### src/rtl/mips_pkg.sv
`default_nettype none

package mips_pkg;

    // --------------------------------------------------------------------------
    // widths with a meaning
    // --------------------------------------------------------------------------
    typedef logic [31:0] word_t;      // data, address, instruction
    typedef logic [4:0]  reg_addr_t;  // r0..r31
    typedef logic [5:0]  opcode_t;    // instr[31:26]
    typedef logic [1:0]  fwd_sel_t;   // 0 reg, 1 ex/mem, 2 write-back

    // alu op as carried down the pipe
    typedef enum logic [2:0] {
        ALU_ADD,
        ALU_SUB,
        ALU_AND,
        ALU_OR,
        ALU_SLT,
        ALU_FUNCT   // r-type, real op sits in funct
    } alu_op_e;

    // --------------------------------------------------------------------------
    // opcodes
    // --------------------------------------------------------------------------
    localparam opcode_t OP_RTYPE = 6'h00;
    localparam opcode_t OP_J     = 6'h02;
    localparam opcode_t OP_BEQ   = 6'h04;
    localparam opcode_t OP_ADDI  = 6'h08;
    localparam opcode_t OP_LW    = 6'h23;
    localparam opcode_t OP_SW    = 6'h2b;

    // funct field, r-type only
    localparam logic [5:0] FN_ADD = 6'h20;
    localparam logic [5:0] FN_SUB = 6'h22;
    localparam logic [5:0] FN_AND = 6'h24;
    localparam logic [5:0] FN_OR  = 6'h25;
    localparam logic [5:0] FN_SLT = 6'h2a;

    localparam word_t RESET_PC = 32'h0000_0000;  // first fetch

endpackage

`default_nettype wire

### src/rtl/decode_stage.sv
`timescale 1ns/1ps
`default_nettype none

module decode_stage (
    input  logic                 clk,
    input  logic                 rst_n,
    input  logic                 stall,
    input  logic                 equal,
    input  mips_pkg::word_t      if_instr,
    input  mips_pkg::word_t      if_pc_next,
    input  mips_pkg::word_t      op_a,
    input  mips_pkg::word_t      op_b,
    output mips_pkg::reg_addr_t  rs_addr,
    output mips_pkg::reg_addr_t  rt_addr,
    output mips_pkg::reg_addr_t  ex_rs,
    output mips_pkg::reg_addr_t  ex_rt,
    output mips_pkg::reg_addr_t  ex_dest,
    output logic                 id_branch,
    output logic                 redirect,
    output mips_pkg::word_t      redirect_pc,
    output mips_pkg::word_t      ex_a,
    output mips_pkg::word_t      ex_b,
    output mips_pkg::word_t      ex_imm,
    output mips_pkg::alu_op_e    ex_alu_op,
    output logic                 ex_alu_src,
    output logic                 ex_mem_read,
    output logic                 ex_mem_write,
    output logic                 ex_reg_write,
    output logic                 ex_mem_to_reg
);
    import mips_pkg::*;

    opcode_t   opcode;
    reg_addr_t rd_addr;
    word_t     imm;
    word_t     branch_pc;
    word_t     jump_pc;
    logic      jump;
    logic      reg_dst;     // 1 rd, 0 rt
    logic      alu_src;     // 1 immediate
    logic      mem_read;
    logic      mem_write;
    logic      reg_write;
    logic      mem_to_reg;
    alu_op_e   alu_op;

    assign opcode  = if_instr[31:26];
    assign rs_addr = if_instr[25:21];
    assign rt_addr = if_instr[20:16];
    assign rd_addr = if_instr[15:11];
    assign imm     = {{16{if_instr[15]}}, if_instr[15:0]};  // sign extend

    // --------------------------------------------------------------------------
    // control decode
    // --------------------------------------------------------------------------
    always_comb begin
        reg_dst    = 1'b0;
        alu_src    = 1'b0;
        mem_read   = 1'b0;
        mem_write  = 1'b0;
        reg_write  = 1'b0;
        mem_to_reg = 1'b0;
        id_branch  = 1'b0;
        jump       = 1'b0;
        alu_op     = ALU_ADD;
        case (opcode)
            OP_RTYPE: begin
                reg_dst   = 1'b1;
                reg_write = 1'b1;
                alu_op    = ALU_FUNCT;
            end
            OP_ADDI: begin
                alu_src   = 1'b1;
                reg_write = 1'b1;
            end
            OP_LW: begin
                alu_src    = 1'b1;
                mem_read   = 1'b1;
                reg_write  = 1'b1;
                mem_to_reg = 1'b1;
            end
            OP_SW: begin
                alu_src   = 1'b1;
                mem_write = 1'b1;
            end
            OP_BEQ:  id_branch = 1'b1;   // resolved here and not in ex
            OP_J:    jump = 1'b1;
            default: alu_op = ALU_ADD;   // anything else runs as a nop
        endcase
    end

    // targets relative to pc+4
    assign branch_pc   = if_pc_next + {imm[29:0], 2'b00};
    assign jump_pc     = {if_pc_next[31:28], if_instr[25:0], 2'b00};
    assign redirect_pc = jump ? jump_pc : branch_pc;
    assign redirect    = !stall && (jump || (id_branch && equal));

    // --------------------------------------------------------------------------
    // ID/EX register
    // --------------------------------------------------------------------------
    // a stall turns the control part into a bubble
    always_ff @(posedge clk or negedge rst_n) begin
        if (!rst_n) begin
            ex_alu_op     <= ALU_ADD;
            ex_alu_src    <= 1'b0;
            ex_mem_read   <= 1'b0;
            ex_mem_write  <= 1'b0;
            ex_reg_write  <= 1'b0;
            ex_mem_to_reg <= 1'b0;
        end else begin
            ex_alu_op     <= stall ? ALU_ADD : alu_op;
            ex_alu_src    <= alu_src && !stall;
            ex_mem_read   <= mem_read && !stall;
            ex_mem_write  <= mem_write && !stall;
            ex_reg_write  <= reg_write && !stall;
            ex_mem_to_reg <= mem_to_reg && !stall;
        end
    end

    // operands and indices
    always_ff @(posedge clk) begin
        ex_a    <= op_a;     // already bypassed in reg_file
        ex_b    <= op_b;
        ex_imm  <= imm;      // low 6 bits double as funct
        ex_rs   <= rs_addr;
        ex_rt   <= rt_addr;
        ex_dest <= reg_dst ? rd_addr : rt_addr;
    end

    // the instruction held back by a bubble must come round again
    a_stall_holds_if_id: assert property (@(posedge clk) disable iff (!rst_n)
        stall |=> $stable(if_instr) && $stable(if_pc_next))
        else $error("IF/ID moved while a bubble went into ID/EX");

endmodule

`default_nettype wire

### src/rtl/execute_stage.sv
`timescale 1ns/1ps
`default_nettype none

module execute_stage (
    input  logic                clk,
    input  logic                rst_n,
    input  mips_pkg::word_t     ex_a,
    input  mips_pkg::word_t     ex_b,
    input  mips_pkg::word_t     ex_imm,
    input  mips_pkg::alu_op_e   ex_alu_op,
    input  mips_pkg::reg_addr_t ex_dest,
    input  logic                ex_alu_src,
    input  logic                ex_mem_read,
    input  logic                ex_mem_write,
    input  logic                ex_reg_write,
    input  logic                ex_mem_to_reg,
    input  mips_pkg::fwd_sel_t  fwd_a,
    input  mips_pkg::fwd_sel_t  fwd_b,
    input  mips_pkg::word_t     wb_data,
    output mips_pkg::word_t     mem_alu,
    output mips_pkg::word_t     mem_wdata,
    output mips_pkg::reg_addr_t mem_dest,
    output logic                mem_mem_read,
    output logic                mem_mem_write,
    output logic                mem_reg_write,
    output logic                mem_mem_to_reg
);
    import mips_pkg::*;

    word_t   src_a;
    word_t   src_b;      // also the store data
    word_t   alu_b;
    word_t   alu_y;
    alu_op_e op;

    // operand bypass
    assign src_a = (fwd_a == 2'd1) ? mem_alu : (fwd_a == 2'd2) ? wb_data : ex_a;
    assign src_b = (fwd_b == 2'd1) ? mem_alu : (fwd_b == 2'd2) ? wb_data : ex_b;
    assign alu_b = ex_alu_src ? ex_imm : src_b;

    // r-type: pick op from funct
    always_comb begin
        op = ex_alu_op;
        if (ex_alu_op == ALU_FUNCT) begin
            case (ex_imm[5:0])
                FN_ADD:  op = ALU_ADD;
                FN_SUB:  op = ALU_SUB;
                FN_AND:  op = ALU_AND;
                FN_OR:   op = ALU_OR;
                FN_SLT:  op = ALU_SLT;
                default: op = ALU_ADD;
            endcase
        end
    end

    always_comb begin
        case (op)
            ALU_SUB: alu_y = src_a - alu_b;
            ALU_AND: alu_y = src_a & alu_b;
            ALU_OR:  alu_y = src_a | alu_b;
            ALU_SLT: alu_y = {31'b0, $signed(src_a) < $signed(alu_b)};
            default: alu_y = src_a + alu_b;   // add, addi, lw/sw address
        endcase
    end

    // EX/MEM register, control part
    always_ff @(posedge clk or negedge rst_n) begin
        if (!rst_n) begin
            mem_mem_read   <= 1'b0;
            mem_mem_write  <= 1'b0;
            mem_reg_write  <= 1'b0;
            mem_mem_to_reg <= 1'b0;
        end else begin
            mem_mem_read   <= ex_mem_read;
            mem_mem_write  <= ex_mem_write;
            mem_reg_write  <= ex_reg_write;
            mem_mem_to_reg <= ex_mem_to_reg;
        end
    end

    always_ff @(posedge clk) begin
        mem_alu   <= alu_y;
        mem_wdata <= src_b;
        mem_dest  <= ex_dest;
    end

    a_fwd_sel_legal: assert property (@(posedge clk) disable iff (!rst_n)
        fwd_a != 2'd3 && fwd_b != 2'd3)
        else $error("illegal forward select");

endmodule

`default_nettype wire

### src/rtl/fetch_stage.sv
`timescale 1ns/1ps
`default_nettype none

module fetch_stage (
    input  logic            clk,
    input  logic            rst_n,
    input  logic            stall,
    input  logic            redirect,
    input  mips_pkg::word_t redirect_pc,
    input  mips_pkg::word_t imem_data,
    output mips_pkg::word_t imem_addr,
    output mips_pkg::word_t if_instr,
    output mips_pkg::word_t if_pc_next
);
    import mips_pkg::*;

    word_t pc;
    word_t pc_plus4;
    word_t pc_in;

    assign pc_plus4  = pc + 32'd4;
    assign pc_in     = redirect ? redirect_pc : pc_plus4;  // taken beq / j from decode
    assign imem_addr = pc;                                  // memory answers same cycle

    // program counter, frozen on stall
    always_ff @(posedge clk or negedge rst_n) begin
        if (!rst_n) begin
            pc <= RESET_PC;
        end else if (!stall) begin
            pc <= pc_in;
        end
    end

    // IF/ID register
    // on redirect the word fetched this cycle is dropped, all-zero decodes as nop
    always_ff @(posedge clk or negedge rst_n) begin
        if (!rst_n) begin
            if_instr   <= '0;
            if_pc_next <= RESET_PC;
        end else if (!stall) begin
            if_instr   <= redirect ? '0 : imem_data;
            if_pc_next <= pc_plus4;
        end
    end

    // decode holds its redirect back while the hazard unit stalls
    a_no_stall_redirect: assert property (@(posedge clk) disable iff (!rst_n)
        !(stall && redirect))
        else $error("stall and redirect high together");

endmodule

`default_nettype wire

### src/rtl/hazard_unit.sv
`timescale 1ns/1ps
`default_nettype none

module hazard_unit (
    input  mips_pkg::reg_addr_t id_rs,
    input  mips_pkg::reg_addr_t id_rt,
    input  mips_pkg::reg_addr_t ex_rs,
    input  mips_pkg::reg_addr_t ex_rt,
    input  mips_pkg::reg_addr_t ex_dest,
    input  mips_pkg::reg_addr_t mem_dest,
    input  mips_pkg::reg_addr_t wb_reg,
    input  logic                id_branch,
    input  logic                ex_mem_read,
    input  logic                ex_reg_write,
    input  logic                mem_mem_read,
    input  logic                mem_reg_write,
    input  logic                wb_we,
    output logic                stall,
    output mips_pkg::fwd_sel_t  fwd_a,
    output mips_pkg::fwd_sel_t  fwd_b,
    output mips_pkg::fwd_sel_t  fwd_c,
    output mips_pkg::fwd_sel_t  fwd_d
);
    import mips_pkg::*;

    logic load_use;
    logic branch_dep;
    logic mem_ok;      // ex/mem holds a finished alu result
    logic wb_ok;

    // --------------------------------------------------------------------------
    // stalls
    // --------------------------------------------------------------------------
    // load in ex, consumer in id
    assign load_use = ex_mem_read && ex_rt != '0 && (ex_rt == id_rs || ex_rt == id_rt);

    // beq compares in id, so producers still in ex, or a load in mem, hold it
    assign branch_dep = id_branch && (
        (ex_reg_write && ex_dest != '0 && (ex_dest == id_rs || ex_dest == id_rt)) ||
        (mem_mem_read && mem_dest != '0 && (mem_dest == id_rs || mem_dest == id_rt)));

    assign stall = load_use || branch_dep;

    // --------------------------------------------------------------------------
    // forwarding selects, ex/mem first, then write-back
    // --------------------------------------------------------------------------
    assign mem_ok = mem_reg_write && !mem_mem_read && mem_dest != '0;  // load data not ready
    assign wb_ok  = wb_we && wb_reg != '0;

    function automatic fwd_sel_t fwd_pick(input reg_addr_t src);
        if (mem_ok && mem_dest == src) begin
            return 2'd1;
        end else if (wb_ok && wb_reg == src) begin
            return 2'd2;
        end
        return 2'd0;
    endfunction

    always_comb begin
        fwd_a = fwd_pick(ex_rs);  // alu in
        fwd_b = fwd_pick(ex_rt);
        fwd_c = fwd_pick(id_rs);  // decode operands
        fwd_d = fwd_pick(id_rt);
    end

endmodule

`default_nettype wire

### src/rtl/mips_core.sv
`timescale 1ns/1ps
`default_nettype none

module mips_core (
    input  logic            clk,
    input  logic            rst_n,
    output mips_pkg::word_t imem_addr,
    input  mips_pkg::word_t imem_data,
    output mips_pkg::word_t dmem_addr,
    output mips_pkg::word_t dmem_wdata,
    output logic            dmem_we,
    output logic            dmem_re,
    input  mips_pkg::word_t dmem_rdata
);
    import mips_pkg::*;

    // --------------------------------------------------------------------------
    // stage-to-stage nets, named as the ports they join
    // --------------------------------------------------------------------------
    word_t     if_instr;
    word_t     if_pc_next;
    word_t     redirect_pc;
    word_t     op_a;
    word_t     op_b;
    word_t     ex_a;
    word_t     ex_b;
    word_t     ex_imm;
    word_t     mem_alu;
    word_t     mem_wdata;
    word_t     wb_data;
    reg_addr_t rs_addr;
    reg_addr_t rt_addr;
    reg_addr_t ex_rs;
    reg_addr_t ex_rt;
    reg_addr_t ex_dest;
    reg_addr_t mem_dest;
    reg_addr_t wb_reg;
    fwd_sel_t  fwd_a;
    fwd_sel_t  fwd_b;
    fwd_sel_t  fwd_c;
    fwd_sel_t  fwd_d;
    alu_op_e   ex_alu_op;
    logic      stall;
    logic      redirect;
    logic      equal;
    logic      id_branch;
    logic      ex_alu_src;
    logic      ex_mem_read;
    logic      ex_mem_write;
    logic      ex_reg_write;
    logic      ex_mem_to_reg;
    logic      mem_mem_read;
    logic      mem_mem_write;
    logic      mem_reg_write;
    logic      mem_mem_to_reg;
    logic      wb_we;

    fetch_stage u_fetch (.*);    // pc, if/id

    reg_file u_reg_file (
        .ex_mem_value (mem_alu),  // decode bypass from ex/mem
        .*
    );

    hazard_unit u_hazard (
        .id_rs (rs_addr),
        .id_rt (rt_addr),
        .*
    );

    decode_stage    u_decode  (.*);  // control, targets, id/ex
    execute_stage   u_execute (.*);  // alu, ex/mem
    writeback_stage u_wb      (.*);  // mem/wb

    // data port straight off ex/mem
    assign dmem_addr  = mem_alu;
    assign dmem_wdata = mem_wdata;
    assign dmem_we    = mem_mem_write;
    assign dmem_re    = mem_mem_read;

endmodule

`default_nettype wire

### src/rtl/reg_file.sv
`timescale 1ns/1ps
`default_nettype none

module reg_file (
    input  logic                clk,
    input  logic                rst_n,
    input  mips_pkg::reg_addr_t rs_addr,
    input  mips_pkg::reg_addr_t rt_addr,
    input  mips_pkg::reg_addr_t wb_reg,
    input  logic                wb_we,
    input  mips_pkg::word_t     wb_data,
    input  mips_pkg::word_t     ex_mem_value,
    input  mips_pkg::fwd_sel_t  fwd_c,
    input  mips_pkg::fwd_sel_t  fwd_d,
    output mips_pkg::word_t     op_a,
    output mips_pkg::word_t     op_b,
    output logic                equal
);
    import mips_pkg::*;

    word_t regs [1:31];  // r0 has no storage
    word_t rd_a;
    word_t rd_b;

    // write port, driven by write-back
    always_ff @(posedge clk or negedge rst_n) begin
        if (!rst_n) begin
            for (int i = 1; i < 32; i++) begin
                regs[i] <= '0;
            end
        end else if (wb_we && wb_reg != '0) begin
            regs[wb_reg] <= wb_data;
        end
    end

    assign rd_a = (rs_addr == '0) ? '0 : regs[rs_addr];
    assign rd_b = (rt_addr == '0) ? '0 : regs[rt_addr];

    // decode-stage bypass, the written value is not yet visible here
    assign op_a = (fwd_c == 2'd1) ? ex_mem_value : (fwd_c == 2'd2) ? wb_data : rd_a;
    assign op_b = (fwd_d == 2'd1) ? ex_mem_value : (fwd_d == 2'd2) ? wb_data : rd_b;

    assign equal = (op_a == op_b);  // beq compare

endmodule

`default_nettype wire

### src/rtl/writeback_stage.sv
`timescale 1ns/1ps
`default_nettype none

module writeback_stage (
    input  logic                clk,
    input  logic                rst_n,
    input  mips_pkg::word_t     mem_alu,
    input  mips_pkg::word_t     dmem_rdata,
    input  mips_pkg::reg_addr_t mem_dest,
    input  logic                mem_reg_write,
    input  logic                mem_mem_to_reg,
    output logic                wb_we,
    output mips_pkg::reg_addr_t wb_reg,
    output mips_pkg::word_t     wb_data
);
    import mips_pkg::*;

    logic  wb_mem_to_reg;
    word_t wb_alu;
    word_t wb_load;

    // MEM/WB register
    always_ff @(posedge clk or negedge rst_n) begin
        if (!rst_n) begin
            wb_we         <= 1'b0;
            wb_mem_to_reg <= 1'b0;
        end else begin
            wb_we         <= mem_reg_write;
            wb_mem_to_reg <= mem_mem_to_reg;
        end
    end

    always_ff @(posedge clk) begin
        wb_reg  <= mem_dest;
        wb_alu  <= mem_alu;
        wb_load <= dmem_rdata;   // memory answered in the mem cycle
    end

    assign wb_data = wb_mem_to_reg ? wb_load : wb_alu;  // also an ex bypass source

endmodule

`default_nettype wire

### config.mk
export PLATFORM = sky130hd
export DESIGN_NAME = mips_core
export DESIGN_NICKNAME = d
export VERILOG_FILES = /design/src/rtl/mips_pkg.sv /design/src/rtl/decode_stage.sv /design/src/rtl/execute_stage.sv /design/src/rtl/fetch_stage.sv /design/src/rtl/hazard_unit.sv /design/src/rtl/mips_core.sv /design/src/rtl/reg_file.sv /design/src/rtl/writeback_stage.sv
export SDC_FILE = /design/constraint.sdc
export NUM_CORES = 2
export LEC_CHECK = 0
export BUFFER_PORTS_ARGS = -buffer_cell sky130_fd_sc_hd__buf_4
export CAP_MARGIN = 20
export CORE_ASPECT_RATIO = 1.1
export CORE_MARGIN = 2
export CORE_UTILIZATION = 45
export DETAILED_ROUTE_END_ITERATION = 16
export GPL_TIMING_DRIVEN = 0
export PLACE_DENSITY = 0.69
export SLEW_MARGIN = 10
export SYNTH_ARGS = -nofsm -noshare
export SYNTH_HDL_FRONTEND = slang
export SYNTH_HIERARCHICAL = 1
export SYNTH_SLANG_ARGS = --single-unit
### constraint.sdc
create_clock -name clk -period 6.6 [get_ports clk]
set_input_delay 0.66 -clock clk [delete_from_list [all_inputs] [get_ports clk]]
set_output_delay 0.66 -clock clk [all_outputs]
set_load 0.02 [all_outputs]
# Yosys cells after proc, flatten, opt, wreduce, memory -nomap -nowiden
# Cells that the tools add are included.
[totals]
reg_bits = 1333
inputBits = 66
out_inout_bits = 98
word_cells = 204
[op_classes]
add_sub_neg = 4
n_lt_le_gt_ge = 5
eq_ne = 35
muxes = 57
bitwise = 5
n_reduce_logical = 42
[op_table]
columns = ["op", "n"]
rows = [
  ["bitwise mux 992 bit", 1],
  ["two-way mux 32 bit", 20],
  ["binary-select mux 32 bit (select 5 bit)", 2],
  ["demux 32 bit (select 5 bit)", 1],
  ["case mux 32 bit (4 select lines)", 1],
  ["adder 32 bit", 2],
  ["== test 5 bit", 12],
  ["== test 6 bit (second input constant)", 6],
  ["adder 32 x 3 -> 32 bit (second input constant)", 1],
  ["bitwise AND 32 bit", 1],
  ["== test 32 bit", 1],
  ["less-than comparator 32 bit", 1],
  ["OR 32 bit", 1],
  ["subtractor 32 bit", 1],
  ["logical AND 1 bit", 25],
  ["two-way mux 2 bit", 12],
  ["nonzero test 5 bit", 4],
  ["greater-or-equal comparator 6 bit (second input constant)", 3],
  ["inverter 5 -> 6 bit", 3],
  ["two-way mux 1 bit", 15],
  ["case mux 3 bit (4 select lines)", 1],
  ["zero test 5 bit", 2],
  ["two-way mux 3 bit", 3],
  ["== test 2 x 1 -> 1 bit (second input constant)", 4],
  ["other kinds (13)", 25],
]

# Depth between registers and ports, before layout
[depth]
ltp_word = 14
ltp_mapped = 26
mapped_depth_nobuf = 21

# Cells and area by module
# The synthesis kept the hierarchy.
[by_module_without_submodules]
columns = ["module", "n_inst", "cells_each", "area_per_inst_um2", "seq_area_each_um2"]
rows = [
  ["reg_file", 1, 3885, 54972.7, 24823.8],
  ["execute_stage", 1, 1198, 9087.5, 1481.4],
  ["fetch_stage", 1, 549, 4963.5, 2402.3],
  ["decode_stage", 1, 466, 4458.0, 2026.9],
  ["writeback_stage", 1, 107, 1975.6, 1431.4],
  ["hazard_unit", 1, 117, 832.0, 0.0],
]

# Worst setup path after synthesis
# No wires, ideal clock.
[synth_path]
kind = "register to register"
from = "register u_wb.wb_reg[3]"
to = "register u_execute.mem_alu[30]"
setup_time_ns = 0.120
arrival_time_ns = 4.985
required_time_ns = 6.480
setup_slack_ns = 1.495
stages_incl_launch_ff = 24
n_path_buf = 3
period_less_slack_ns = 5.105
cell_sequence = "dfxtp_1 > clkbuf_2 > or4_1 > o21ai_1 > or4_1 > nor4_1 > clkbuf_1 > buf_1 > mux2i_1 > nand2_1 > o21ai_0 > o21ai_0 > ha_1 > inv_1 > fa_1 > nor2b_1 > o31a_1 > o31a_1 > o21ai_2 > a31oi_4 > a31oi_2 > and3_1 > a2111o_1 > o31a_1"
[synth_via]
elab_chain_len = 12
word_cells_on_any_way = 26
cone_classes = "add/sub: 2; eq/ne: 6; mux: 12; bitwise: 2; reduce/logical: 4"
[synth_lines]
columns = ["element", "line", "source"]
rows = [
  ["start, declared", "writeback_stage.sv:13", "output mips_pkg::reg_addr_t wb_reg,"],
  ["start signal, assigned", "writeback_stage.sv:34", "wb_reg <= mem_dest;"],
  ["nonzero test 5 bit", "hazard_unit.sv:48", "assign wb_ok = wb_we && wb_reg != '0;"],
  ["logical AND 1 bit", "hazard_unit.sv:48", ""],
  ["logical AND 1 bit (*)", "hazard_unit.sv:53", "end else if (wb_ok && wb_reg == src) begin"],
  ["two-way mux 1 bit (*)", "hazard_unit.sv:53", ""],
  ["two-way mux 1 bit (*)", "hazard_unit.sv:51", "if (mem_ok && mem_dest == src) begin"],
  ["two-way mux 2 bit (*)", "hazard_unit.sv:56", "return 2'd0;"],
  ["named net fwd_b[1]", "mips_core.sv:39", "fwd_sel_t fwd_b;"],
  ["== test 2 bit", "execute_stage.sv:38", "assign src_b = (fwd_b == 2'd1) ? mem_alu : (fwd_b == 2'd2) ? wb_data : ex_b;"],
  ["two-way mux 32 bit", "execute_stage.sv:38", ""],
  ["two-way mux 32 bit (*)", "execute_stage.sv:38", ""],
  ["two-way mux 32 bit (*)", "execute_stage.sv:39", "assign alu_b = ex_alu_src ? ex_imm : src_b;"],
  ["adder 32 bit, or another cell as far along", "execute_stage.sv:62", "default: alu_y = src_a + alu_b;"],
  ["case mux 32 bit (4 select lines) (*)", "execute_stage.sv:57", "case (op)"],
  ["named net u_execute.alu_y[30]", "execute_stage.sv:33", "word_t alu_y;"],
  ["end signal, assigned", "execute_stage.sv:82", "mem_alu <= alu_y;"],
  ["end, declared", "execute_stage.sv:20", "output mips_pkg::word_t mem_alu,"],
]
# The timed path passes the listed nets; every way through them passes the cells marked *.
# A chain may end at the register's enable or synchronous reset.

# Worst setup path in the final report
[layout_path]
from = "register u_fetch.if_instr[23]"
to = "register u_fetch.pc[25] (netlist: u_fetch/imem_addr[25])"
[layout_via]
elab_chain_len = 13
word_cells_on_any_way = 36
cone_classes = "eq/ne: 7; mux: 12; bitwise: 1; reduce/logical: 16"
[layout_lines]
columns = ["element", "line", "source"]
rows = [
  ["start, declared", "fetch_stage.sv:12", "output mips_pkg::word_t if_instr,"],
  ["start signal, assigned", "fetch_stage.sv:41", "if_instr <= redirect ? '0 : imem_data;"],
  ["parallel branches: the longest is 7 deep, another holds binary-select mux 32 bit (select 5 bit)", "-", ""],
  ["two-way mux 32 bit (*)", "reg_file.sv:40", "assign op_a = (fwd_c == 2'd1) ? ex_mem_value : (fwd_c == 2'd2) ? wb_data : rd_a;"],
  ["named net op_a[16]", "mips_core.sv:23", "word_t op_a;"],
  ["== test 32 bit (*)", "reg_file.sv:43", "assign equal = (op_a == op_b);"],
  ["named net equal", "mips_core.sv:45", "logic equal;"],
  ["logical AND 1 bit (*)", "decode_stage.sv:96", "assign redirect = !stall && (jump || (id_branch && equal));"],
  ["logical OR 1 bit (*)", "decode_stage.sv:96", ""],
  ["logical AND 1 bit (*)", "decode_stage.sv:96", ""],
  ["named net redirect", "mips_core.sv:44", "logic redirect;"],
  ["two-way mux 32 bit (*)", "fetch_stage.sv:22", "assign pc_in = redirect ? redirect_pc : pc_plus4;"],
  ["end signal, assigned", "fetch_stage.sv:30", "pc <= pc_in;"],
  ["end, declared", "fetch_stage.sv:17", "word_t pc;"],
]
# Mark *: on every way through the listed nets, which the timed path passes. The select of a mux whose other input is x is not followed.

==> flow_summary.ini <==
[logic_synthesis]
synth_area_leaders = dfrtp_1 36%, mux2_2 16%, mux4_2 13%
synth_area_um2 = 76290
synth_area_per_cell_um2 = 12.07
synth_edf_count = 0
synth_top_area_share_pct = 36.05
ys_types = 121
ys_seq_area_share_pct = 42.16
ys.flop_type = dfrtp_1
syn_nets = 6531
ys_seq_elements = 1332
synthCells = 6322
async_flop_share_pct = 82.51
yosys.area.top_type = dfrtp_1
synth_warnings = 6

[placed_design]
numPortBuffers = 163
placed_cell_area_um2 = 81490
dp_cells = 8796
pre_cts_slack_ps = -3624
gp_congestion = 1.099
dp_hpwl_mm = 282.3

[global_route]
overflow = 0
antenna_found_initial = 49
grt_pass1_vias = 62250
grt_max_degree = 157
grt.total_usage_pct = 44.98
grt_first_pass_wirelength_mm = 529.6

[setup_path]
cp-startpoint = u_fetch/if_instr[23]
worst-path-max-fanout = 10
cp.required_ps = 7300
path_class = reg -> reg
cp-end-kind = register
r2r_slack_ps = -320
worstRegToRegCells = 21
critPathLaunchType = register
arrival_ps = 7620
cp-endpoint = u_fetch/imem_addr[25]
rr_startpoint = u_fetch/if_instr[23]
rr_endpoint = u_fetch/imem_addr[25]

[finish]
regMostFlops = u_reg_file/regs
n_fill_cell = 14660
layout.nets = 6982
multi_input_area_um2 = 41440
final_layout_size_suffix_gt1_share_pct = 37.01
largest_register_ffs = 992
area_growth_pct = 16.98
final_cell_mix = 1099 x dfrtp_1, 1094 x mux2_2, 458 x nand2_1
stdcell_area_um2 = 89250
final_cell_count_no_fill = 9177
final_util_pct = 52.99
final_common_cell = dfrtp_1
seq_area_um2 = 32170

[power]
cellPowerDensity_nw_per_um2 = 264.5
ir_drop_uv = 299.6
p_leak_nw = 39.59
switching_share_pct = 33.32
p_seq_share_pct = 38.8
p_int_mw = 15.74
p_sw_mw = 7.866
power_mw = 23.61
clkPwrFrac_pct = 38.7
p_comb_share_pct = 22.5

[clock_tree]
cts.sinks = 1332
cts_tree = yes
clk_pin_slew_ps = 60
htreeDepth = 4
cts_buffer_depth = 3
cts-root-buf = clkbuf_16
cts_buffers = 153
clock_latency_ps = 860

[sta]
slew_headroom_pct = 6.908
setup_ws_ps = -323.4
drv_slew = 0
fin_worst_skew_ps = 31.84
tns_ps = -8320
rsz0062_at_grt = true
min_period_over_period_pct = 104.9
hold_viol = 0
min_period_ps = 6923
setup_viol = 52
tightestPinTransition_ps = 1396
max_freq_mhz = 144.4
hold_slack_ps = 59.37

[routing]
wl_per_cell_um = 42.88
wl_mm = 393.5
drc = 0
first_iter_violations = 11040
vias = 65740
topRoutingLayerUsed = met5
firstDrtPassIters = 14
wl_met3_mm = 59.30
wl_met2_mm = 157.2
ant_nets = 0
wl_met1_mm = 140.1
viasPerCell = 7.163

[floorplan]
initial_utilization_pct = 45.29
die_w_um = 396.6
rows = 158
die_area_um2 = 172800
die_h_um = 435.8
core_area_um2 = 168400
io_pins = 164

[hold_path]
hold_path_class = in -> reg
whs_path_depth = 2

[outcome]
outcome = complete, but fails checks
violations = negative setup slack

[flow_run]
drv_cap = 0
layer usage:
layer  up-vias  global-route usage (%)
li1      24600                       -
met3      1758                   22.84
met2      5697                   60.73
met1     33630                   54.86
met4        48                   31.98
met5         -                   1.507
power groups by stage:
stage	Clock, mW	Combinational [mW]	Sequential [mW]
finish	9.15	5.31	9.15
global route	9.49	5.44	9.19
CTS	9.16	4.99	9.13
detailed placement	0	4.87	9.28
global placement	0	4.79	9.27
floorplan	0	2.73	9.18
area by class of cell:
class	count	share of cell area, %
diodes	37	0.1037
plain buffers	566	4.390
clock buffers	223	5.039
clock inverters	59	0.9015
inverters	155	0.6631
multi-input cells	4263	46.43
flip-flops and latches	1332	36.04
well taps	2240	3.140
repair buffers	302	3.289
what timing repair did:
action,4_1_cts,5_1_grt
cloned,0,1
setup endpoints to repair,91,79
resized for setup,354,167
endpoints found under the hold margin,123,0
hold buffers,33,0
buffers inserted,9,23
pin swaps,13,15
synthesized netlist by cell type (all sizes together), types with 20 or more instances:
library cell and n:
a22oi 56, xor2 73, nor2 241, mux2i 203
dfxtp 233, nor3 59, ha 140, o211ai 39
mux2 1125, o21a 45, o31ai 32, or4 25
a221o 31, a221oi 48, clkbuf 345, a31oi 36
dfrtp 1099, xnor2 84, o22ai 72, nand2b 20
mux4 445, nand4 25, nand3 98, o21ai 294
nor4 27, a21oi 163, o221ai 29, a22o 26
and2 22, buf 227, inv 154, nand2 467
a211oi 43, nor2b 32, or3 21, o21bai 20
and3 30
worst min-delay path by stage:
stage	from	endpoint	slack, ps
finish	imem_data[31]	u_fetch/if_instr[31]	60
global route	imem_data[31]	u_fetch/if_instr[31]	50
CTS	imem_data[31]	u_fetch/if_instr[31]	20
detailed placement	u_execute/mem_mem_to_reg	u_wb/wb_mem_to_reg	340
global placement	u_execute/mem_dest[0]	u_wb/wb_reg[0]	330
floorplan	u_execute/mem_dest[0]	u_wb/wb_reg[0]	330
cells by family (layout without fill, tap and decap cells):
kind of cell,count (synthesis),count (layout),share of synthesized area (%)
AO/OA/AOI/OAI,1071,1071,9.680
XOR/XNOR,157,157,1.812
adder cells (fa/ha/maj),144,144,2.388
buffers and inverters,727,1305,4.466
flip-flops,1332,1332,42.16
multiplexers,1773,1773,32.58
other,1,38,0.004915
AND/OR/NAND/NOR,1117,1117,6.908
worst max-delay path, cell delays in order, from the launching register on:
cell and delay (ps):
dfrtp_1 400, buf_4 290, buf_2 580, clkbuf_4 550, buf_2 400, clkbuf_4 590, mux2i_1 350, o22ai_1 180
a211oi_4 530, nor2_1 210, xor2_1 200, nor4_2 180, o2111ai_1 270, nor4_4 500, nand2_1 150, a21oi_2 210
buf_4 210, clkinv_4 140, clkbuf_4 240, clkbuf_4 250, o311ai_0 130, nand3_1 140
Note: power is estimated with default switching activity, not from simulation.
